$ cat src/design/icmp_echo_tx_params.svh
`ifndef ICMP_ECHO_TX_PARAMS_SVH
`define ICMP_ECHO_TX_PARAMS_SVH

// **********************************************************************
// station addresses
// **********************************************************************
`define BOARD_MAC           48'ha0_b1_c2_d3_e1_e1
`define BOARD_IP            32'hc0_a8_01_0b        // 192.168.1.11

// used when the request leaves an address at zero
`define DEFAULT_DES_MAC     48'h84_a9_38_bf_c9_a0
`define DEFAULT_DES_IP      32'ha9_fe_33_78        // 169.254.51.120

// **********************************************************************
// frame layout
// **********************************************************************
`define ETH_TYPE_IPV4       16'h0800
`define PREAMBLE_BYTES      8                      // seven 0x55 then 0xd5
`define ETH_HEAD_BYTES      14
`define IP_ICMP_HEAD_BYTES  28                     // 20 ip + 8 icmp
`define MIN_PAYLOAD_BYTES   18                     // 46 byte minimum less 28

// ip and icmp field values
`define IP_TTL              8'h80
`define IP_PROTO_ICMP       8'h01
`define ICMP_ECHO_REPLY     8'h00

`endif

$ cat src/design/icmp_echo_tx_pkg.sv
package icmp_echo_tx_pkg;

    // one echo-reply request, held by the caller until tx_done
    typedef struct packed {
        logic [47:0] des_mac;
        logic [31:0] des_ip;
        logic [15:0] icmp_id;
        logic [15:0] icmp_seq;
        logic [31:0] pay_sum;    // sum of the payload's 16-bit words
        logic [15:0] pay_len;    // payload bytes before padding
    } frame_req_t;

    // one byte slot on the gmii side
    typedef struct packed {
        logic       en;
        logic [7:0] data;
    } gmii_beat_t;

    // transmit sequence, in the order the phases run
    typedef enum logic [2:0] {
        ph_idle,
        ph_checksum,    // both header sums run side by side
        ph_preamble,
        ph_eth_head,
        ph_ip_head,     // ip header followed by the icmp header
        ph_payload,
        ph_pad,         // zero bytes up to the ethernet minimum
        ph_fcs
    } tx_phase_e;

endpackage

$ cat src/design/icmp_echo_tx_ctrl.sv
`timescale 1ns/1ps
`include "icmp_echo_tx_params.svh"

module icmp_echo_tx_ctrl (
    input  logic                        clk,
    input  logic                        rst_n,
    input  logic                        tx_start_en,
    input  logic [15:0]                 payload_len,
    output icmp_echo_tx_pkg::tx_phase_e phase,
    output logic [4:0]                  byte_idx,
    output logic                        load,
    output logic                        csum_start,
    output logic                        tx_req,
    output logic                        tx_done
);

    logic        start_d;        // tx_start_en one clock late
    logic        start_pulse;
    logic [15:0] pay_cnt;        // payload plus pad bytes so far
    logic        last_pay;       // final payload byte this cycle
    logic        short_frame;    // payload below the ethernet minimum
    logic        done_d;

    // **********************************************************************
    // start edge and load
    // **********************************************************************
    always_ff @(posedge clk or negedge rst_n) begin
        if (!rst_n) begin
            start_d     <= 1'b0;
            start_pulse <= 1'b0;
            load        <= 1'b0;
        end else begin
            start_d     <= tx_start_en;
            start_pulse <= tx_start_en & ~start_d;
            // edges landing in a running frame die here
            load        <= start_pulse && (phase == icmp_echo_tx_pkg::ph_idle);
        end
    end

    assign last_pay    = (pay_cnt == payload_len - 16'd1);
    assign short_frame = (payload_len < 16'(`MIN_PAYLOAD_BYTES));

    // **********************************************************************
    // phase sequencer
    // **********************************************************************
    always_ff @(posedge clk or negedge rst_n) begin
        if (!rst_n) begin
            phase    <= icmp_echo_tx_pkg::ph_idle;
            byte_idx <= '0;
            pay_cnt  <= '0;
        end else begin
            byte_idx <= byte_idx + 5'd1;
            case (phase)
                icmp_echo_tx_pkg::ph_idle: begin
                    byte_idx <= '0;
                    if (load) begin
                        phase <= icmp_echo_tx_pkg::ph_checksum;
                    end
                end
                icmp_echo_tx_pkg::ph_checksum: begin
                    if (byte_idx == 5'd3) begin    // start, sum, fold, fold
                        byte_idx <= '0;
                        phase    <= icmp_echo_tx_pkg::ph_preamble;
                    end
                end
                icmp_echo_tx_pkg::ph_preamble: begin
                    if (byte_idx == 5'(`PREAMBLE_BYTES - 1)) begin
                        byte_idx <= '0;
                        phase    <= icmp_echo_tx_pkg::ph_eth_head;
                    end
                end
                icmp_echo_tx_pkg::ph_eth_head: begin
                    if (byte_idx == 5'(`ETH_HEAD_BYTES - 1)) begin
                        byte_idx <= '0;
                        phase    <= icmp_echo_tx_pkg::ph_ip_head;
                    end
                end
                icmp_echo_tx_pkg::ph_ip_head: begin
                    pay_cnt <= '0;
                    if (byte_idx == 5'(`IP_ICMP_HEAD_BYTES - 1)) begin
                        byte_idx <= '0;
                        if (payload_len == 16'd0) begin
                            phase <= icmp_echo_tx_pkg::ph_pad;
                        end else begin
                            phase <= icmp_echo_tx_pkg::ph_payload;
                        end
                    end
                end
                icmp_echo_tx_pkg::ph_payload: begin
                    byte_idx <= '0;
                    pay_cnt  <= pay_cnt + 16'd1;
                    if (last_pay) begin
                        if (short_frame) begin
                            phase <= icmp_echo_tx_pkg::ph_pad;
                        end else begin
                            phase <= icmp_echo_tx_pkg::ph_fcs;
                        end
                    end
                end
                icmp_echo_tx_pkg::ph_pad: begin
                    byte_idx <= '0;
                    pay_cnt  <= pay_cnt + 16'd1;    // keeps counting from the payload
                    if (pay_cnt == 16'(`MIN_PAYLOAD_BYTES - 1)) begin
                        phase <= icmp_echo_tx_pkg::ph_fcs;
                    end
                end
                icmp_echo_tx_pkg::ph_fcs: begin
                    if (byte_idx == 5'd3) begin
                        byte_idx <= '0;
                        phase    <= icmp_echo_tx_pkg::ph_idle;
                    end
                end
                default: phase <= icmp_echo_tx_pkg::ph_idle;
            endcase
        end
    end

    assign csum_start = (phase == icmp_echo_tx_pkg::ph_checksum) && (byte_idx == 5'd0);

    // request one byte ahead, last ip byte through the next to last payload byte
    assign tx_req = ((phase == icmp_echo_tx_pkg::ph_ip_head)
                     && (byte_idx == 5'(`IP_ICMP_HEAD_BYTES - 1))
                     && (payload_len != 16'd0))
                    || ((phase == icmp_echo_tx_pkg::ph_payload) && !last_pay);

    // done trails the last fcs byte on the gmii pins by one cycle
    always_ff @(posedge clk or negedge rst_n) begin
        if (!rst_n) begin
            done_d  <= 1'b0;
            tx_done <= 1'b0;
        end else begin
            done_d  <= (phase == icmp_echo_tx_pkg::ph_fcs) && (byte_idx == 5'd3);
            tx_done <= done_d;
        end
    end

    // every requested byte is consumed by the payload phase one cycle later
    assert property (@(posedge clk) disable iff (!rst_n)
        tx_req |=> (phase == icmp_echo_tx_pkg::ph_payload))
        else $error("tx_req not followed by a payload phase cycle");

    assert property (@(posedge clk) disable iff (!rst_n)
        (phase == icmp_echo_tx_pkg::ph_idle) && !load |=> (phase == icmp_echo_tx_pkg::ph_idle))
        else $error("phase left idle without load");

endmodule

$ cat src/design/ones_sum_fold.sv
`timescale 1ns/1ps

module ones_sum_fold #(
    parameter int WORDS = 10
) (
    input  logic                clk,
    input  logic                rst_n,
    input  logic                start,
    input  logic [WORDS*16-1:0] words,
    output logic [15:0]         csum
);

    logic [31:0] word_sum;
    logic [31:0] acc;

    // plain sum of all 16-bit words, carries pile up in the top half
    always_comb begin
        word_sum = '0;
        for (int i = 0; i < WORDS; i++) begin
            word_sum = word_sum + 32'(words[i*16 +: 16]);
        end
    end

    // start loads the raw sum, each later cycle folds the carries back in.
    // two folds settle it and the upper half then stays zero
    always_ff @(posedge clk or negedge rst_n) begin
        if (!rst_n) begin
            acc <= '0;
        end else if (start) begin
            acc <= word_sum;
        end else begin
            acc <= {16'h0000, acc[31:16]} + {16'h0000, acc[15:0]};
        end
    end

    assign csum = ~acc[15:0];    // valid from the third cycle after start

endmodule

$ cat src/design/frame_header_gen.sv
`timescale 1ns/1ps
`include "icmp_echo_tx_params.svh"

module frame_header_gen (
    input  logic                         clk,
    input  logic                         rst_n,
    input  logic                         load,
    input  logic                         csum_done,
    input  icmp_echo_tx_pkg::frame_req_t req,
    input  icmp_echo_tx_pkg::tx_phase_e  phase,
    input  logic [4:0]                   byte_idx,
    output logic [159:0]                 ip_words,
    output logic [63:0]                  icmp_words,
    input  logic [15:0]                  ip_csum,
    input  logic [15:0]                  icmp_csum,
    output logic [7:0]                   head_byte
);

    icmp_echo_tx_pkg::frame_req_t req_q;    // request with addresses resolved
    logic [15:0]  ident;
    logic [15:0]  ip_csum_q;
    logic [15:0]  icmp_csum_q;
    logic [15:0]  total_len;
    logic [111:0] eth_hdr;
    logic [223:0] ip_icmp_hdr;

    always_ff @(posedge clk) begin
        if (load) begin
            req_q         <= req;
            req_q.des_mac <= (req.des_mac != 48'd0) ? req.des_mac : `DEFAULT_DES_MAC;
            req_q.des_ip  <= (req.des_ip != 32'd0) ? req.des_ip : `DEFAULT_DES_IP;
        end
        if (csum_done) begin
            ip_csum_q   <= ip_csum;
            icmp_csum_q <= icmp_csum;
        end
    end

    // identification, first frame after reset carries 1
    always_ff @(posedge clk or negedge rst_n) begin
        if (!rst_n) begin
            ident <= '0;
        end else if (load) begin
            ident <= ident + 16'd1;
        end
    end

    assign total_len = req_q.pay_len + 16'(`IP_ICMP_HEAD_BYTES);    // padding not counted

    // **********************************************************************
    // checksum words, checksum fields taken as zero
    // **********************************************************************
    assign ip_words = {8'h45, 8'h00, total_len,
                       ident, 16'h4000,              // don't fragment
                       `IP_TTL, `IP_PROTO_ICMP, 16'h0000,
                       `BOARD_IP, req_q.des_ip};

    // type and code of an echo reply are both zero and add nothing
    assign icmp_words = {req_q.icmp_id, req_q.icmp_seq, req_q.pay_sum};

    // **********************************************************************
    // header bytes, big endian
    // **********************************************************************
    assign eth_hdr = {req_q.des_mac, `BOARD_MAC, `ETH_TYPE_IPV4};

    assign ip_icmp_hdr = {ip_words[159:80], ip_csum_q, ip_words[63:0],
                          `ICMP_ECHO_REPLY, 8'h00, icmp_csum_q,
                          req_q.icmp_id, req_q.icmp_seq};

    always_comb begin
        case (phase)
            icmp_echo_tx_pkg::ph_eth_head:
                head_byte = eth_hdr[8*(`ETH_HEAD_BYTES - 1 - byte_idx) +: 8];
            icmp_echo_tx_pkg::ph_ip_head:
                head_byte = ip_icmp_hdr[8*(`IP_ICMP_HEAD_BYTES - 1 - byte_idx) +: 8];
            default:
                head_byte = 8'h00;
        endcase
    end

    // the sequencer never indexes past the header being sent
    assert property (@(posedge clk) disable iff (!rst_n)
        (phase inside {icmp_echo_tx_pkg::ph_eth_head, icmp_echo_tx_pkg::ph_ip_head})
        |-> (byte_idx < ((phase == icmp_echo_tx_pkg::ph_eth_head) ?
                         `ETH_HEAD_BYTES : `IP_ICMP_HEAD_BYTES)))
        else $error("header index %0d out of range", byte_idx);

endmodule

$ cat src/design/eth_fcs_gen.sv
`timescale 1ns/1ps

module eth_fcs_gen (
    input  logic       clk,
    input  logic       rst_n,
    input  logic       clear,      // restart before a new frame
    input  logic       en,         // data holds a frame byte this cycle
    input  logic [7:0] data,
    input  logic [1:0] fcs_idx,
    output logic [7:0] fcs_byte
);

    localparam logic [31:0] crc_poly_rev = 32'hedb8_8320;    // 0x04c11db7 bit reversed

    logic [31:0] crc;

    // one byte through the reflected crc, lsb first as on the wire
    function automatic logic [31:0] crc_byte(input logic [31:0] c, input logic [7:0] d);
        logic [31:0] r;
        r = c;
        for (int i = 0; i < 8; i++) begin
            if (r[0] ^ d[i]) begin
                r = (r >> 1) ^ crc_poly_rev;
            end else begin
                r = r >> 1;
            end
        end
        return r;
    endfunction

    always_ff @(posedge clk or negedge rst_n) begin
        if (!rst_n) begin
            crc <= '1;
        end else if (clear) begin
            crc <= '1;
        end else if (en) begin
            crc <= crc_byte(crc, data);
        end
    end

    // complemented residue, low byte first
    assign fcs_byte = ~crc[8*fcs_idx +: 8];

    // the load pulse comes well before the first header byte
    assert property (@(posedge clk) disable iff (!rst_n) !(clear && en))
        else $error("fcs clear and update in the same cycle");

endmodule

$ cat src/design/icmp_echo_tx.sv
`timescale 1ns/1ps
`include "icmp_echo_tx_params.svh"

module icmp_echo_tx (
    input  logic        clk,
    input  logic        rst_n,
    input  logic        tx_start_en,
    input  logic [31:0] reply_checksum,
    input  logic [15:0] icmp_id,
    input  logic [15:0] icmp_seq,
    input  logic [15:0] tx_byte_num,
    input  logic [47:0] des_mac,
    input  logic [31:0] des_ip,
    input  logic [7:0]  tx_data,
    output logic        tx_req,
    output logic        tx_done,
    output logic        gmii_tx_en,
    output logic [7:0]  gmii_txd
);

    icmp_echo_tx_pkg::frame_req_t req;
    icmp_echo_tx_pkg::tx_phase_e  phase;
    icmp_echo_tx_pkg::gmii_beat_t beat_next;
    icmp_echo_tx_pkg::gmii_beat_t beat_q;
    logic [4:0]   byte_idx;
    logic         load;
    logic         csum_start;
    logic         csum_done;
    logic         fcs_en;
    logic [159:0] ip_words;
    logic [63:0]  icmp_words;
    logic [15:0]  ip_csum;
    logic [15:0]  icmp_csum;
    logic [7:0]   head_byte;
    logic [7:0]   fcs_byte;

    assign req = '{des_mac:  des_mac,
                   des_ip:   des_ip,
                   icmp_id:  icmp_id,
                   icmp_seq: icmp_seq,
                   pay_sum:  reply_checksum,
                   pay_len:  tx_byte_num};

    icmp_echo_tx_ctrl u_ctrl (
        .clk         (clk),
        .rst_n       (rst_n),
        .tx_start_en (tx_start_en),
        .payload_len (tx_byte_num),
        .phase       (phase),
        .byte_idx    (byte_idx),
        .load        (load),
        .csum_start  (csum_start),
        .tx_req      (tx_req),
        .tx_done     (tx_done)
    );

    // last checksum cycle, both sums have settled
    assign csum_done = (phase == icmp_echo_tx_pkg::ph_checksum) && (byte_idx == 5'd3);

    frame_header_gen u_header (
        .clk        (clk),
        .rst_n      (rst_n),
        .load       (load),
        .csum_done  (csum_done),
        .req        (req),
        .phase      (phase),
        .byte_idx   (byte_idx),
        .ip_words   (ip_words),
        .icmp_words (icmp_words),
        .ip_csum    (ip_csum),
        .icmp_csum  (icmp_csum),
        .head_byte  (head_byte)
    );

    ones_sum_fold #(.WORDS(10)) ip_csum_u (
        .clk   (clk),
        .rst_n (rst_n),
        .start (csum_start),
        .words (ip_words),
        .csum  (ip_csum)
    );

    ones_sum_fold #(.WORDS(4)) icmp_csum_u (
        .clk   (clk),
        .rst_n (rst_n),
        .start (csum_start),
        .words (icmp_words),
        .csum  (icmp_csum)
    );

    // **********************************************************************
    // beat select and gmii output register
    // **********************************************************************
    always_comb begin
        beat_next.en = 1'b1;
        case (phase)
            icmp_echo_tx_pkg::ph_preamble:
                beat_next.data = (byte_idx == 5'(`PREAMBLE_BYTES - 1)) ? 8'hd5 : 8'h55;
            icmp_echo_tx_pkg::ph_eth_head,
            icmp_echo_tx_pkg::ph_ip_head:
                beat_next.data = head_byte;
            icmp_echo_tx_pkg::ph_payload: beat_next.data = tx_data;    // requested last cycle
            icmp_echo_tx_pkg::ph_pad:     beat_next.data = 8'h00;
            icmp_echo_tx_pkg::ph_fcs:     beat_next.data = fcs_byte;
            default: begin
                beat_next.en   = 1'b0;
                beat_next.data = 8'h00;
            end
        endcase
    end

    // crc covers everything from the ethernet header through the pad
    assign fcs_en = phase inside {icmp_echo_tx_pkg::ph_eth_head, icmp_echo_tx_pkg::ph_ip_head,
                                  icmp_echo_tx_pkg::ph_payload, icmp_echo_tx_pkg::ph_pad};

    eth_fcs_gen u_fcs (
        .clk      (clk),
        .rst_n    (rst_n),
        .clear    (load),
        .en       (fcs_en),
        .data     (beat_next.data),
        .fcs_idx  (byte_idx[1:0]),
        .fcs_byte (fcs_byte)
    );

    always_ff @(posedge clk or negedge rst_n) begin
        if (!rst_n) begin
            beat_q <= '0;
        end else begin
            beat_q <= beat_next;
        end
    end

    assign gmii_tx_en = beat_q.en;
    assign gmii_txd   = beat_q.data;

endmodule

$ cat config.mk
export PLATFORM = sky130hd
export DESIGN_NAME = icmp_echo_tx
export DESIGN_NICKNAME = d
export VERILOG_FILES = /design/src/design/icmp_echo_tx_pkg.sv /design/src/design/icmp_echo_tx_ctrl.sv /design/src/design/ones_sum_fold.sv /design/src/design/frame_header_gen.sv /design/src/design/eth_fcs_gen.sv /design/src/design/icmp_echo_tx.sv
export VERILOG_INCLUDE_DIRS = /design/src /design/src/design
export SDC_FILE = /design/constraint.sdc
export NUM_CORES = 1
export LEC_CHECK = 0
export BUFFER_PORTS_ARGS = -buffer_cell sky130_fd_sc_hd__buf_2
export CAP_MARGIN = 20
export CORE_MARGIN = 2
export CORE_UTILIZATION = 35
export CTS_CLUSTER_SIZE = 24
export DETAILED_ROUTE_END_ITERATION = 8
export GPL_ROUTABILITY_DRIVEN = 0
export SLEW_MARGIN = 30
export SYNTH_ARGS = -nofsm -noshare
export SYNTH_HDL_FRONTEND = slang
export SYNTH_SLANG_ARGS = --single-unit
$ cat constraint.sdc
create_clock -name clk -period 6.3 [get_ports clk]
set_input_delay 0.315 -clock clk [delete_from_list [all_inputs] [get_ports clk]]
set_output_delay 0.315 -clock clk [all_outputs]
set_load 0.02 [all_outputs]
==> reports/qor.yml <==
status: "finished, final reports clean"
layout-drive-gt1-share_pct: 18.30
avgSynthCellArea_sq_um: 10.50
io_buffers: 181
min_period_ns: 5.416
boundaryPins: 182
synth_area_sq_um: 19600
p_sw_share_pct: 21.49
drv_cap: 0
first_iter_violations: 1210
synthTopCellsByArea: "edfxtp_1 29%, dfrtp_1 12%, ha_1 6.4%"
wl_per_cell_microns: 18.89
yosys_warnings: 0
dp_slack_ns: 0.9111
yosys.area.top_type_share_pct: 29.42
grt_pass1_wl_microns: 84660
finalMaxSlewViolations: 0
hp-class: "in -> reg"
clkTransAtPathRegs_ns: 0.07
antenna_found_initial: 0
cts_tree: "yes"
fin_total_pwr_mw: 4.606
post_cts_buffers: 0
final_core_util_pct: 42.71
gr-usage-met3_pct: 3.820
regToRegEndpoint: "ip_csum_u.acc[17]$_DFF_PN0_"
die_x_microns: 240.6
crit_type: "reg -> reg"
cts_max_level: 2
hold_path.startpoint: "des_mac[18]"
chipHeight_microns: 240.6
synth_cells: 1867
comb_power_share_pct: 3.9
drc: 0
fmax_mhz: 184.6
power_leakage_nw: 9.894
initial_utilization_pct: 35.50
ys_seq_area_share_pct: 45.33
grt_start_max_net_pins: 152
required_ns: 6.70
p_per_area_nw_per_um2: 195.3
max-vdd-ir-drop_mv: 0.1988
synth-edff-count: 192
nets: 2427
fillers: 5236
grt-busiest-layer: "met2"
hold_violations: 0
clockBufferDepth: 3
track_usage_pct: 19.01
row_count: 86
vias: 14890
synthDistinctLibCells: 87
grt-ovfl-total: 0
clock_power_share_pct: 48.5
worstSetupEndpointType: "flop"
cp-start-kind: "flop"
cp.arrival_ns: 5.82
drtAntennaViolNets: 0
via_per_inst: 5.145
antenna_cells: 0
tightest_slew_ns: 0.9658
routed_wl_microns: 54680
ys.flop_type: "edfxtp_1"
use_met2_pct: 30.24
clock-skew-final_ns: 0.01775
cts.sinks: 315
cts_root_buf: "clkbuf_16"
crit_fanout: 4
hold_buffers: 116
setup_viol: 0
r2r_cells: 22
ys_ff_latch: 315
r2r_setup_slack_ns: 0.88
dp_hpwl_microns: 40950
layout_worst_path_cycle_share_pct: 85.96
finalSetupTns_ns: 0
area_delta_synth_final_pct: 20.32
yosysMostFrequentCell: "edfxtp_1"
fin_ws_ns: 0.8843
fp.dieArea_sq_um: 57900
async_reset_ff_share_pct: 39.05
first_pass_iters: 5
switching_power_uw: 990.0
yosys-top-cells-count: "192 x edfxtp_1, 173 x inv_1, 138 x nor2_1, 120 x xnor2_1, 113 x nand2_1"
holdWs_ns: 0.04295
crit_start: "u_header.ip_words[16]$_SDFFCE_PN0P_"
slew_headroom_pct: 35.12
whs_path_depth: 2
pwr-share-seq_pct: 47.6
postCtsResizedCells: 0
yosysTopAreaCell: "edfxtp_1"
grt_use_met1_pct: 25.86
reg2reg_from: "u_header.ip_words[16]$_SDFFCE_PN0P_"
grt_pass1_vias: 14920
synthesis.nets: 2176
core_sq_um: 55200
insertion_delay_ns: 0.56
p_int_mw: 3.616
rsz0062_at_grt: "no"
cts_buffers: 38
hold_end: "u_header.eth_hdr[82]$_SDFFCE_PN1P_"
-- area by class of cell --
class | count | area, sq um | area share, %
repair buffers | 315 | 2221 | 9.419
clock buffers | 42 | 997.2 | 4.229
flip-flops and latches | 315 | 8892 | 37.71
clock inverters | 27 | 276.5 | 1.173
multi-input cells | 1273 | 9599 | 40.71
well taps | 748 | 935.9 | 3.969
inverters | 175 | 656.9 | 2.786
-- logic make-up after synthesis --
| logic type | Yosys count | synth area share (%) |
|---|---|---|
| flops | 315 | 45.33 |
| xor+xnor | 201 | 9.692 |
| simple gates | 514 | 13.00 |
| mux | 68 | 4.488 |
| fa+ha+maj | 138 | 10.27 |
| buf+inv | 279 | 5.740 |
| compound gates | 352 | 11.49 |
-- sequential cells by signal, summed over array words and instances, names as in the netlist, 18 cells and up --
register and cells:
u_header.icmp_words 64, u_header.eth_hdr 48, u_fcs.crc 32, u_header.ip_words 32, ip_csum_u.acc 19, icmp_csum_u.acc 18
-- per-stage QoR --
step | cells | instance area [sq um]
after global placement | 2710 | 21130
after CTS | 2895 | 23570
final | 2895 | 23580
after floorplan | 1867 | 19600
after detailed placement | 2710 | 21140
after global routing | 2895 | 23580
-- power by group through the flow --
| stage | Combinational (mW) | Sequential [mW] | Clock, mW |
|---|---|---|---|
| final | 0.180 | 2.19 | 2.23 |
| after global routing | 0.196 | 2.19 | 2.35 |
| after CTS | 0.179 | 2.19 | 2.28 |
| after detailed placement | 0.124 | 2.23 | 0 |
| after global placement | 0.122 | 2.23 | 0 |
| after floorplan | 0.0349 | 2.23 | 0 |
-- layer usage --
| layer | wire length (microns) | share of wire (%) |
|---|---|---|
| met1 | 24040 | 44 |
| met2 | 25180 | 46 |
| met3 | 3713 | 6.8 |
| met4 | 1747 | 3.2 |
| met5 | 0 | 0 |
-- placed cells by master, fill, tap and decap left out, drive strengths merged, types with 11 or more instances in the layout --
| cell type | synthesis | final |
|---|---|---|
| buf | 34 | 199 |
| edfxtp | 192 | 192 |
| inv | 173 | 174 |
| nor2 | 138 | 138 |
| xnor2 | 126 | 126 |
| dlygate4sd3 | 0 | 116 |
| nand2 | 113 | 113 |
| a21oi | 110 | 110 |
| ha | 100 | 100 |
| dfrtp | 91 | 91 |
| o21ai | 78 | 78 |
| xor2 | 73 | 73 |
| or2 | 50 | 50 |
| nand3 | 47 | 47 |
| mux2i | 44 | 44 |
| clkbuf | 70 | 42 |
| fa | 38 | 38 |
| nor3 | 34 | 34 |
| nor4 | 34 | 34 |
| dfstp | 32 | 32 |
| nand4 | 22 | 22 |
| clkinv | 2 | 21 |
| nand2b | 18 | 18 |
| and3 | 16 | 16 |
| mux4 | 15 | 15 |
| nor2b | 14 | 14 |
| a21o | 14 | 14 |
| a31oi | 13 | 13 |
| o22ai | 11 | 11 |
| a211oi | 11 | 11 |
-- worst max path at each step --
stage                                          end  slack [ns]
finish                 ip_csum_u.acc[17]$_DFF_PN0_        0.88
CTS                    ip_csum_u.acc[17]$_DFF_PN0_        0.89
detailed placement     ip_csum_u.acc[17]$_DFF_PN0_        0.91
global route           ip_csum_u.acc[17]$_DFF_PN0_        0.47
floorplan           u_header.ident[13]$_DFFE_PN0P_        1.55
global placement       ip_csum_u.acc[17]$_DFF_PN0_        1.12
-- worst max-delay path, cell delays in order (launching register included) --
cell       delay [ns]
edfxtp_1         0.40
ha_1             0.22
inv_1            0.08
fa_1             0.22
nor2b_1          0.06
o21ai_0          0.25
a21oi_1          0.13
o21ai_0          0.23
a21boi_0         0.16
o21ai_0          0.21
a21oi_1          0.12
o41ai_1          0.41
o21ai_0          0.24
xnor2_1          0.24
ha_1             0.28
fa_1             0.50
inv_1            0.04
ha_1             0.34
nand2_1          0.06
o41ai_1          0.55
a2111oi_0        0.22
a41oi_1          0.20
a21oi_1          0.10
Power figures use the tool's default switching activity.
